File: src/data_mem.hex
// one 16-bit data word per line for addresses 0 to 15
1000
1011
1022
1033
1044
1055
1066
1077
1088
1099
10aa
10bb
10cc
10dd
10ee
10ff

File: src/verilog/cpu16_pkg.sv
package cpu16_pkg;

    localparam int WORD_W    = 16;
    localparam int NUM_REGS  = 8;
    localparam int NUM_LANES = 2;
    localparam int MEM_WORDS = 256;
    localparam int LANE_W    = (NUM_LANES > 1) ? $clog2(NUM_LANES) : 1;
    localparam int REGVAL_W  = NUM_REGS * WORD_W;

    typedef logic [WORD_W-1:0]   word_t;
    typedef logic [15:0]         instr_t;
    typedef logic [2:0]          reg_idx_t;
    typedef logic [7:0]          mem_addr_t;
    typedef logic [LANE_W-1:0]   lane_idx_t;
    typedef logic [REGVAL_W-1:0] regval_t;

    // codes not listed here behave as OP_NOP
    typedef enum logic [3:0] {
        OP_ADD = 4'h0,
        OP_SUB = 4'h1,
        OP_AND = 4'h2,
        OP_OR  = 4'h3,
        OP_XOR = 4'h4,
        OP_SHL = 4'h5,
        OP_LDI = 4'h6,
        OP_LD  = 4'h7,
        OP_NOP = 4'hf
    } opcode_t;

    typedef struct packed {
        instr_t instr;
        word_t  a;
        word_t  b;
        logic   iswb;
        logic   isld;
    } issue_t;

    typedef struct packed {
        instr_t instr;
        logic   iswb;
        logic   isld;
        word_t  aluresult;
        word_t  ldresult;
    } lane_result_t;

    typedef struct packed {
        instr_t instr;
        logic   written;
        word_t  result;
    } retire_t;

    typedef struct packed {
        logic     valid;
        reg_idx_t idx;
        word_t    value;
    } commit_t;

    // instruction field extraction
    function automatic opcode_t op_of(instr_t instr);
        return opcode_t'(instr[15:12]);
    endfunction

    function automatic reg_idx_t rd_of(instr_t instr);
        return instr[10:8];
    endfunction

    function automatic reg_idx_t rs1_of(instr_t instr);
        return instr[7:5];
    endfunction

    function automatic reg_idx_t rs2_of(instr_t instr);
        return instr[4:2];
    endfunction

    function automatic logic [4:0] imm5_of(instr_t instr);
        return instr[4:0];
    endfunction

    function automatic logic [7:0] imm8_of(instr_t instr);
        return instr[7:0];
    endfunction

    // register 0 sits in the low word of the packed view
    function automatic word_t read_reg(regval_t rv, reg_idx_t idx);
        return rv[idx*WORD_W +: WORD_W];
    endfunction

endpackage
File: src/verilog/cpu16_backend.sv
`timescale 1ns/100ps

module cpu16_backend
    import cpu16_pkg::*;
(
    input  logic    clk,
    input  logic    reset,
    input  logic    in_valid,
    output logic    in_ready,
    input  instr_t  in_instr,
    output logic    retire_valid,
    input  logic    retire_ready,
    output retire_t retire,
    output regval_t regval
);

    logic [NUM_LANES-1:0] lane_in_valid;
    logic [NUM_LANES-1:0] lane_in_ready;
    issue_t               lane_in [NUM_LANES];
    logic [NUM_LANES-1:0] lane_out_valid;
    logic [NUM_LANES-1:0] lane_out_ready;
    lane_result_t         lane_out [NUM_LANES];
    mem_addr_t            mem_addr [NUM_LANES];
    word_t                mem_data [NUM_LANES];
    commit_t              commit;

    issue_unit u_issue_unit (
        .clk           (clk),
        .reset         (reset),
        .in_valid      (in_valid),
        .in_ready      (in_ready),
        .in_instr      (in_instr),
        .regval        (regval),
        .commit        (commit),
        .lane_in_valid (lane_in_valid),
        .lane_in_ready (lane_in_ready),
        .lane_in       (lane_in)
    );

    // identical lanes fed in strict rotation
    genvar g;
    generate
        for (g = 0; g < NUM_LANES; g++) begin : g_lane
            exec_lane u_exec_lane (
                .clk       (clk),
                .reset     (reset),
                .in_valid  (lane_in_valid[g]),
                .in_ready  (lane_in_ready[g]),
                .in_op     (lane_in[g]),
                .mem_addr  (mem_addr[g]),
                .mem_data  (mem_data[g]),
                .out_valid (lane_out_valid[g]),
                .out_ready (lane_out_ready[g]),
                .out_res   (lane_out[g])
            );
        end
    endgenerate

    data_mem u_data_mem (
        .clk   (clk),
        .addr  (mem_addr),
        .rdata (mem_data)
    );

    writeback_unit u_writeback_unit (
        .clk            (clk),
        .reset          (reset),
        .lane_out_valid (lane_out_valid),
        .lane_out_ready (lane_out_ready),
        .lane_out       (lane_out),
        .retire_valid   (retire_valid),
        .retire_ready   (retire_ready),
        .retire         (retire),
        .regval         (regval),
        .commit         (commit)
    );

endmodule

File: src/verilog/writeback_unit.sv
`timescale 1ns/100ps

module writeback_unit
    import cpu16_pkg::*;
(
    input  logic                 clk,
    input  logic                 reset,
    input  logic [NUM_LANES-1:0] lane_out_valid,
    output logic [NUM_LANES-1:0] lane_out_ready,
    input  lane_result_t         lane_out [NUM_LANES],
    output logic                 retire_valid,
    input  logic                 retire_ready,
    output retire_t              retire,
    output regval_t              regval,
    output commit_t              commit
);

    lane_idx_t    drain_ptr;
    lane_result_t head;
    word_t        head_result;
    logic         can_take;
    logic         drain;
    word_t        regs [NUM_REGS];

    // draining only the lane under the pointer keeps program order
    assign head        = lane_out[drain_ptr];
    assign head_result = head.isld ? head.ldresult : head.aluresult;
    assign can_take    = !retire_valid || retire_ready;
    assign drain       = lane_out_valid[drain_ptr] && can_take;

    always_comb begin
        for (int i = 0; i < NUM_LANES; i++) begin
            lane_out_ready[i] = can_take && (drain_ptr == lane_idx_t'(i));
        end
    end

    // register write and scoreboard release on the drain edge
    assign commit.valid = drain && head.iswb;
    assign commit.idx   = rd_of(head.instr);
    assign commit.value = head_result;

    always_ff @(posedge clk) begin
        if (reset) begin
            drain_ptr <= '0;
        end else if (drain) begin
            if (drain_ptr == lane_idx_t'(NUM_LANES - 1))
                drain_ptr <= '0;
            else
                drain_ptr <= drain_ptr + 1'b1;
        end
    end

    always_ff @(posedge clk) begin
        if (reset) begin
            for (int i = 0; i < NUM_REGS; i++) begin
                regs[i] <= '0;
            end
        end else if (commit.valid) begin
            regs[commit.idx] <= commit.value;
        end
    end

    always_comb begin
        for (int i = 0; i < NUM_REGS; i++) begin
            regval[i*WORD_W +: WORD_W] = regs[i];
        end
    end

    always_ff @(posedge clk) begin
        if (reset) begin
            retire_valid <= 1'b0;
        end else if (drain) begin
            retire_valid <= 1'b1;
        end else if (retire_ready) begin
            retire_valid <= 1'b0;
        end
    end

    always_ff @(posedge clk) begin
        if (drain) begin
            retire.instr   <= head.instr;
            retire.written <= head.iswb;
            retire.result  <= head_result;
        end
    end

    a_retire_stable: assert property (
        @(posedge clk) disable iff (reset)
        retire_valid && !retire_ready |=> retire_valid && $stable(retire)
    );

endmodule

File: src/verilog/data_mem.sv
`timescale 1ns/100ps

module data_mem
    import cpu16_pkg::*;
(
    input  logic      clk,
    input  mem_addr_t addr  [NUM_LANES],
    output word_t     rdata [NUM_LANES]
);

    word_t mem [MEM_WORDS];

    // words the image file leaves out read back as zero
    initial begin
        for (int i = 0; i < MEM_WORDS; i++) begin
            mem[i] = '0;
        end
        $readmemh("/design/src/data_mem.hex", mem);
    end

    // one independent read port per lane
    genvar g;
    generate
        for (g = 0; g < NUM_LANES; g++) begin : g_port
            always_ff @(posedge clk) begin
                rdata[g] <= mem[addr[g]];
            end
        end
    endgenerate

endmodule

File: src/verilog/exec_lane.sv
`timescale 1ns/100ps

module exec_lane
    import cpu16_pkg::*;
(
    input  logic         clk,
    input  logic         reset,
    input  logic         in_valid,
    output logic         in_ready,
    input  issue_t       in_op,
    output mem_addr_t    mem_addr,
    input  word_t        mem_data,
    output logic         out_valid,
    input  logic         out_ready,
    output lane_result_t out_res
);

    typedef enum logic [1:0] {
        MEM_EMPTY,
        MEM_READ,
        MEM_DONE
    } mem_state_t;

    logic       ex_valid;
    issue_t     ex_op;
    word_t      alu;
    mem_state_t mem_state;
    logic       mem_accept;
    logic       out_xfer;

    assign out_valid  = (mem_state == MEM_DONE);
    assign out_xfer   = out_valid && out_ready;
    assign mem_accept = ex_valid && (mem_state == MEM_EMPTY || out_xfer);
    assign in_ready   = !ex_valid || mem_accept;

    // execute stage forms the ALU result and load address from the held operands
    always_comb begin
        case (op_of(ex_op.instr))
            OP_ADD:  alu = ex_op.a + ex_op.b;
            OP_SUB:  alu = ex_op.a - ex_op.b;
            OP_AND:  alu = ex_op.a & ex_op.b;
            OP_OR:   alu = ex_op.a | ex_op.b;
            OP_XOR:  alu = ex_op.a ^ ex_op.b;
            OP_SHL:  alu = ex_op.a << ex_op.b[3:0];
            OP_LDI:  alu = {8'h00, imm8_of(ex_op.instr)};
            default: alu = '0;
        endcase
    end

    // address wraps within the 256-word memory
    assign mem_addr = ex_op.a[7:0] + {3'b000, imm5_of(ex_op.instr)};

    always_ff @(posedge clk) begin
        if (reset) begin
            ex_valid <= 1'b0;
        end else if (in_valid && in_ready) begin
            ex_valid <= 1'b1;
        end else if (mem_accept) begin
            ex_valid <= 1'b0;
        end
    end

    always_ff @(posedge clk) begin
        if (in_valid && in_ready)
            ex_op <= in_op;
    end

    // memory stage waits one cycle for the synchronous read
    always_ff @(posedge clk) begin
        if (reset) begin
            mem_state <= MEM_EMPTY;
        end else if (mem_accept) begin
            mem_state <= MEM_READ;
        end else if (mem_state == MEM_READ) begin
            mem_state <= MEM_DONE;
        end else if (out_xfer) begin
            mem_state <= MEM_EMPTY;
        end
    end

    always_ff @(posedge clk) begin
        if (mem_accept) begin
            out_res.instr     <= ex_op.instr;
            out_res.iswb      <= ex_op.iswb;
            out_res.isld      <= ex_op.isld;
            out_res.aluresult <= alu;
            out_res.ldresult  <= '0;
        end else if (mem_state == MEM_READ && out_res.isld) begin
            out_res.ldresult <= mem_data;
        end
    end

    a_out_stable: assert property (
        @(posedge clk) disable iff (reset)
        out_valid && !out_ready |=> out_valid && $stable(out_res)
    );

endmodule

File: src/verilog/issue_unit.sv
`timescale 1ns/100ps

module issue_unit
    import cpu16_pkg::*;
(
    input  logic                 clk,
    input  logic                 reset,
    input  logic                 in_valid,
    output logic                 in_ready,
    input  instr_t               in_instr,
    input  regval_t              regval,
    input  commit_t              commit,
    output logic [NUM_LANES-1:0] lane_in_valid,
    input  logic [NUM_LANES-1:0] lane_in_ready,
    output issue_t               lane_in [NUM_LANES]
);

    opcode_t             op;
    reg_idx_t            rd;
    reg_idx_t            rs1;
    reg_idx_t            rs2;
    logic                use_rs1;
    logic                use_rs2;
    logic                iswb;
    logic                isld;
    logic [NUM_REGS-1:0] named;
    logic                hazard;
    logic                accept;

    logic [NUM_REGS-1:0] pending;
    logic [NUM_REGS-1:0] pending_next;
    lane_idx_t           rr_ptr;
    lane_idx_t           disp_lane;
    logic                disp_valid;
    issue_t              disp_op;
    logic                disp_use_a;
    logic                disp_use_b;
    logic                disp_xfer;

    assign op  = op_of(in_instr);
    assign rd  = rd_of(in_instr);
    assign rs1 = rs1_of(in_instr);
    assign rs2 = rs2_of(in_instr);

    // decode which register fields the head instruction really uses
    always_comb begin
        use_rs1 = 1'b0;
        use_rs2 = 1'b0;
        iswb    = 1'b0;
        isld    = 1'b0;
        case (op)
            OP_ADD, OP_SUB, OP_AND, OP_OR, OP_XOR, OP_SHL: begin
                use_rs1 = 1'b1;
                use_rs2 = 1'b1;
                iswb    = 1'b1;
            end
            OP_LDI: begin
                iswb = 1'b1;
            end
            OP_LD: begin
                use_rs1 = 1'b1;
                iswb    = 1'b1;
                isld    = 1'b1;
            end
            default: begin
                iswb = 1'b0;
            end
        endcase
    end

    always_comb begin
        named = '0;
        if (use_rs1)
            named[rs1] = 1'b1;
        if (use_rs2)
            named[rs2] = 1'b1;
        if (iswb)
            named[rd] = 1'b1;
    end

    assign hazard    = |(named & pending);
    assign disp_xfer = disp_valid && lane_in_ready[disp_lane];
    assign in_ready  = !hazard && (!disp_valid || disp_xfer);
    assign accept    = in_valid && in_ready;

    // commit of the producer frees its destination
    always_comb begin
        pending_next = pending;
        if (commit.valid)
            pending_next[commit.idx] = 1'b0;
        if (accept && iswb)
            pending_next[rd] = 1'b1;
    end

    always_ff @(posedge clk) begin
        if (reset) begin
            pending    <= '0;
            rr_ptr     <= '0;
            disp_valid <= 1'b0;
        end else begin
            pending <= pending_next;
            if (accept) begin
                disp_valid <= 1'b1;
                if (rr_ptr == lane_idx_t'(NUM_LANES - 1))
                    rr_ptr <= '0;
                else
                    rr_ptr <= rr_ptr + 1'b1;
            end else if (disp_xfer) begin
                disp_valid <= 1'b0;
            end
        end
    end

    // operands come straight from the committed register file
    always_ff @(posedge clk) begin
        if (accept) begin
            disp_lane     <= rr_ptr;
            disp_op.instr <= in_instr;
            disp_op.a     <= read_reg(regval, rs1);
            disp_op.b     <= read_reg(regval, rs2);
            disp_op.iswb  <= iswb;
            disp_op.isld  <= isld;
            disp_use_a    <= use_rs1;
            disp_use_b    <= use_rs2;
        end
    end

    always_comb begin
        for (int i = 0; i < NUM_LANES; i++) begin
            lane_in_valid[i] = disp_valid && (disp_lane == lane_idx_t'(i));
            lane_in[i]       = disp_op;
        end
    end

    // a source register named by the dispatched op saw no write while it waited
    a_no_pending_operand: assert property (
        @(posedge clk) disable iff (reset)
        disp_xfer |-> (!disp_use_a || disp_op.a == read_reg(regval, rs1_of(disp_op.instr)))
                   && (!disp_use_b || disp_op.b == read_reg(regval, rs2_of(disp_op.instr)))
    );

    // writeback must only ever release a register that is in flight
    a_commit_was_pending: assert property (
        @(posedge clk) disable iff (reset)
        commit.valid |-> pending[commit.idx]
    );

endmodule

File: config.mk
export PLATFORM = sky130hd
export DESIGN_NAME = cpu16_backend
export DESIGN_NICKNAME = d
export VERILOG_FILES = /design/src/verilog/cpu16_pkg.sv /design/src/verilog/cpu16_backend.sv /design/src/verilog/writeback_unit.sv /design/src/verilog/data_mem.sv /design/src/verilog/exec_lane.sv /design/src/verilog/issue_unit.sv
export SDC_FILE = /design/constraint.sdc
export NUM_CORES = 1
export LEC_CHECK = 0
export BUFFER_PORTS_ARGS = -buffer_cell sky130_fd_sc_hd__buf_4
export CORE_ASPECT_RATIO = 1.1
export CORE_MARGIN = 2
export CORE_UTILIZATION = 50
export DETAILED_ROUTE_END_ITERATION = 8
export GPL_TIMING_DRIVEN = 0
export PLACE_DENSITY = 0.67
export SLEW_MARGIN = 20
export SYNTH_ARGS = -nofsm -noshare
export SYNTH_HDL_FRONTEND = slang
export SYNTH_MEMORY_MAX_BITS = 65536
export SYNTH_SLANG_ARGS = --single-unit
File: constraint.sdc
create_clock -name clk -period 5.6 [get_ports clk]
set_input_delay 0.28 -clock clk [delete_from_list [all_inputs] [get_ports clk]]
set_output_delay 0.28 -clock clk [all_outputs]
set_load 0.005 [all_outputs]
After elaboration in Yosys (flattened, before gate mapping) --
Memories as Yosys holds them, arrays and structs flattened. Cells that the tools add are included.
Word-level totals: flip-flop bits (word level) 334, RAM bits 128, memories 1
Cells by class: add/sub/neg operators 6, order comparisons 11, equal/unequal tests 23, shift-type cells 4, muxes and demuxes 51, bitwise logic cells 15, reduce and logical (&&, ||, !) cells 53
Memory list:
- u_writeback_unit.regs | depth 8, width 16, rd ports 8, clocked after Yosys merged registers in 0, wr ports 8, RTL line writeback_unit.sv:23 | word_t regs [NUM_REGS];
Operators with widths (number):
- $shiftx 128x8->16 | 2
- $pmux 16 s7 | 2
- $mux 50 | 3
- $eq 4x3->1 const B | 10
- $mux 8 | 5
- $add 16x16->16 | 2
- $and 16x16->16 | 2
- $mux 16 | 2
- $or 16x16->16 | 2
- $shl 16x4->16 | 2
- $sub 16x16->16 | 2
- $xor 16x16->16 | 2
- $mux 1 | 30
- $eq 4x2->1 const B | 6
- $or 8x8->8 | 3
- $logic_and 1x1->1 | 22
- $and 8x8->8 | 2
- $lt 3x4->1 const B | 4
- $reduce_or 16->1 | 1
- $reduce_or 8->1 | 2
- $demux 1 s3 | 4
- $eq 4x1->1 const B | 3
- $ge 3x1->1 const B | 4
- $logic_not 4->1 | 3
- 18 further kinds | 43

Longest topological paths before layout --
depth in word-level cells 16, mapped depth 16

Modules after synthesis --
From an unflattened synthesis, not the netlist that was laid out.
Second synthesis, totals: cell total of the unflattened synthesis 1978, area, all modules 23819.1 µm²
Modules (own cells, without submodules):
- writeback_unit | instances 1, cells an instance 448, area an instance 6849.1 µm²
- exec_lane (g_lane[0].u_exec_lane) | instances 1, cells an instance 562, area an instance 6070.8 µm²
- exec_lane (g_lane[1].u_exec_lane) | instances 1, cells an instance 550, area an instance 5997.0 µm²
- issue_unit | instances 1, cells an instance 385, area an instance 4658.2 µm²
- data_mem | instances 1, cells an instance 33, area an instance 244.0 µm²

Least setup slack after synthesis --
No wires, ideal clock.
path type register to register, start point register g_lane[0].u_exec_lane.mem_state[1], end point memory u_writeback_unit.regs[6][0] (netlist name), enable pin, arrival 3409 ps, slack 1820 ps, cell stages (with the launch flop) 6, period minus slack after synthesis 3780 ps, cells stage by stage dfxtp_1 > or3b_2 > a21oi_1 > nand2_1 > nor2_1 > a21o_1
RTL lines:
- start: declaration | RTL line exec_lane.sv:27 | mem_state_t mem_state;
- start signal: assignment | RTL line exec_lane.sv:71 | mem_state <= MEM_EMPTY;
- start signal: assignment | RTL line exec_lane.sv:73 | mem_state <= MEM_READ;
- start signal: assignment | RTL line exec_lane.sv:75 | mem_state <= MEM_DONE;
- end: declaration | RTL line writeback_unit.sv:23

Final worst setup path --
start point register g_lane[1].u_exec_lane.ex_op[47] (netlist name), end point register g_lane[1].u_exec_lane.out_res[31] (netlist name) (data pin)
On the way: longest elaborated chain between the ends 2, elaborated cells between the ends (all ways) 8
RTL lines:
- start: declaration | RTL line exec_lane.sv:25 | issue_t ex_op;
- start signal: assignment | RTL line exec_lane.sv:65 | ex_op <= in_op;
- $eq 4x3->1 (tied with other cells) | RTL line exec_lane.sv:38 | case (op_of(ex_op.instr))
- $pmux 16 s7 (*) | RTL line exec_lane.sv:38
- net g_lane[1].u_exec_lane.alu[15] | RTL line exec_lane.sv:26 | word_t alu;
- end: declaration | RTL line exec_lane.sv:15 | output lane_result_t out_res
Mark *: on every way through the listed nets, which the timed path passes. The rest lies on a longest branch. A chain may end at the register's enable or synchronous reset.

==> impl_metrics.tcl <==
set metrics [dict create \
    outcome "completed" \
    hold_class "input port to flip-flop" \
    first_pass_iters 6 \
    cts_buffer_depth 3 \
    max_cap_viol_count 0 \
    cp_max_fo 10 \
    finalSetupViolCount 0 \
    insertion_delay_ns 0.59 \
    clockRootBuffer "clkbuf_16" \
    rsz0062_at_grt "no" \
    yosysMostFrequentCell "edfxtp_1" \
    clock_sinks 398 \
    power_frac_seq_pct 51.2 \
    start_util_pct 50.88 \
    postSynthAreaPerCell_um2 11.84 \
    synth_area_um2 20490 \
    p_per_area_nw_per_um2 284.9 \
    drt-initial-drc-count 2098 \
    dr_total_vias 16296 \
    rows 77 \
    swShare_pct 25.59 \
    drc_errors 0 \
    worstMarginPinSlew_ns 1.146 \
    die_w_um 197.0 \
    ios 183 \
    report.final.slew_viol_count 0 \
    yosys_warnings 0 \
    fmax_ghz 0.1986 \
    cts_tree "built" \
    grt-ovfl-total 0 \
    syn2layout_area_growth_pct 18.04 \
    grt_usage_pct 33.80 \
    grt_pass1_wl_mm 104.4 \
    vias_per_cell 6.456 \
    antenna_found_initial 0 \
    critPathRequiredTime_ns 5.85 \
    fin_cells 2524 \
    crit_arrival_ns 5.29 \
    start_kind "flip-flop" \
    die_area_um2 42620 \
    drive_above_1_share_pct 18.00 \
    cts_hold_buf 16 \
    path_class "flip-flop to flip-flop" \
    synth_area_leaders "edfxtp_1 (56%), ha_1 (6.0%), nor2_1 (4.2%), mux2_2 (3.3%), a22oi_1 (3.2%)" \
    worstSetupEndpointType "flip-flop" \
    yosys.cell_types.count 77 \
    finalCritPeriodShare_pct 89.94 \
    synth.top_cells.by_count "edfxtp_1 (380), nor2_1 (229), nand2_1 (111)" \
    place_ws_ns 0.7029 \
    pwr-share-comb_pct 10.7 \
    clock_skew_ns 0.03154 \
    nNetsFinal 2102 \
    hold_viol_final 0 \
    async_reset_ff_share_pct 0 \
    hpwl_mm 53.94 \
    port_buffers 182 \
    net-switching-power_uw 1763 \
    synth_nets 1851 \
    drt-total-wl_mm 72.17 \
    die_h_um 216.3 \
    synth_top_area_share_pct 55.69 \
    peakVddDrop_mv 0.2879 \
    clkTransAtPathRegs_ns 0.06 \
    fin_ws_ns 0.5635 \
    core_um2 40270 \
    synth.largest_area_cell "edfxtp_1" \
    synth-seq-cells 398 \
    wl_per_cell_um 28.59 \
    dpl.cell_count 2435 \
    netlist_instances 1731 \
    post_cts_buffers 0 \
    n_antenna_cell 0 \
    p_int_uw 5128 \
    leakagePower_uw 0.009210 \
    ys.flop_type "edfxtp_1" \
    synth-edff-count 380 \
    h-tree-depth 2 \
    first_global_vias 15872 \
    relSlewSlack_pct 23.28 \
    synth-seq-area-share_pct 57.45 \
    grt_max_degree 56 \
    clockPowerShare_pct 38.1 \
    cts_resized 0 \
    final.min_clock_period_ns 5.037 \
    gp_congestion 0.9787 \
    ant_nets 0 \
    cts_buffers 42 \
]
## worst max-delay path, cell delays in order, from the launching register on
cell	delay (ns)
edfxtp_1	0.55
nor3_2	0.80
nand2_1	0.33
o21ai_0	0.42
inv_1	0.09
ha_1	0.27
nor2b_1	0.14
o31a_1	0.27
o41ai_1	0.57
o221ai_1	0.40
o41ai_1	0.49
o21a_1	0.20
nand2_1	0.19
## state kept, by name (all words and copies together), names as in the netlist
register and count:
u_writeback_unit.regs 128, g_lane.u_exec_lane.ex_op 100, g_lane.u_exec_lane.out_res 68, u_issue_unit.lane_in 50, u_writeback_unit.retire 33, u_issue_unit.pending 8
g_lane.u_exec_lane.mem_state 4, g_lane.u_exec_lane.ex_valid 2, u_issue_unit.disp_lane 1, u_issue_unit.disp_valid 1, u_issue_unit.rr_ptr 1, u_writeback_unit.drain_ptr 1
u_writeback_unit.retire_valid 1
## power groups by stage
stage                     Sequential, uW  Combinational [uW]  Clock, uW
after floorplan                     3520                 427          0
after global placement              3590                 684          0
after detailed placement            3580                 705          0
after CTS                           3520                 719       2650
after global routing                3530                 789       2760
final                               3530                 735       2630
## cells by family after synthesis
group / after synthesis / synth area share [%]
buffers and inverters: 185 / 3.627
AO/OA/AOI/OAI: 383 / 12.87
flip-flops: 398 / 57.45
XOR/XNOR: 44 / 1.881
AND/OR/NAND/NOR: 507 / 11.52
multiplexers: 114 / 6.485
adder cells (fa/ha/maj): 100 / 6.179
## per-stage QoR
step                hold slack, ns  total power, uW  TNS [ns]  utilization, %  cell area, um^2
floorplan                   0.3789             3949         0               -            20490
global placement            0.4003             4272   -141.09           55.87            22500
detailed placement          0.4052             4289         0           56.52            22760
CTS                        0.08112             6892         0           60.06            24190
global route                0.1149             7085         0           60.06            24190
finish                      0.1111             6892         0           60.06            24190
## final timing paths
kind	slack (ns)	start	cells after the start	end
worst max-delay path	0.56	g_lane[1].u_exec_lane.ex_op[47]$_DFFE_PP_	12	g_lane[1].u_exec_lane.out_res[31]$_DFFE_PP_
worst min-delay path	0.11	retire_ready	3	u_writeback_unit.retire_valid$_SDFFE_PP0P_
worst max register to register	0.56	g_lane[1].u_exec_lane.ex_op[47]$_DFFE_PP_	12	g_lane[1].u_exec_lane.out_res[31]$_DFFE_PP_
worst min register to register	0.42	g_lane[0].u_exec_lane.ex_op[45]$_DFFE_PP_	0	g_lane[0].u_exec_lane.out_res[45]$_DFFE_PP_
## final cells by class
| class | instances | area (um^2) |
|---|---|---|
| buffer | 76 | 334.1 |
| clock buffer | 55 | 1100 |
| clock inverter | 18 | 167.7 |
| fill | 3249 | 16080 |
| inverter | 109 | 409.1 |
| multi-input combinational | 1148 | 8020 |
| sequential | 398 | 11770 |
| tap | 513 | 641.9 |
| timing repair buffer | 207 | 1744 |
## layout by cell type, fill, tap and decap left out, drive strengths merged, types with 16 or more instances in the layout
cell type    netlist  routed
nand4             28      28
a21oi             57      57
a22oi             86      86
inv              107     109
ha                98      98
edfxtp           380     380
dfxtp             18      18
mux2              60      60
clkbuf            45     100
mux2i             45      45
buf               31     222
nand2            111     111
a221oi            33      33
o21ai             80      80
dlygate4sd3        0      16
xnor2             38      38
nor2b             16      16
nor2             229     229
nor3              21      21
nand3             38      38
## layer usage
| layer | routed length, um | track usage (%) |
|---|---|---|
| met1 | 28420 | 45.55 |
| met2 | 32850 | 52.86 |
| met3 | 7103 | 5.664 |
| met4 | 3802 | 17.57 |
| met5 | 0 | 0 |
Note: power is estimated with default switching activity, not from simulation.
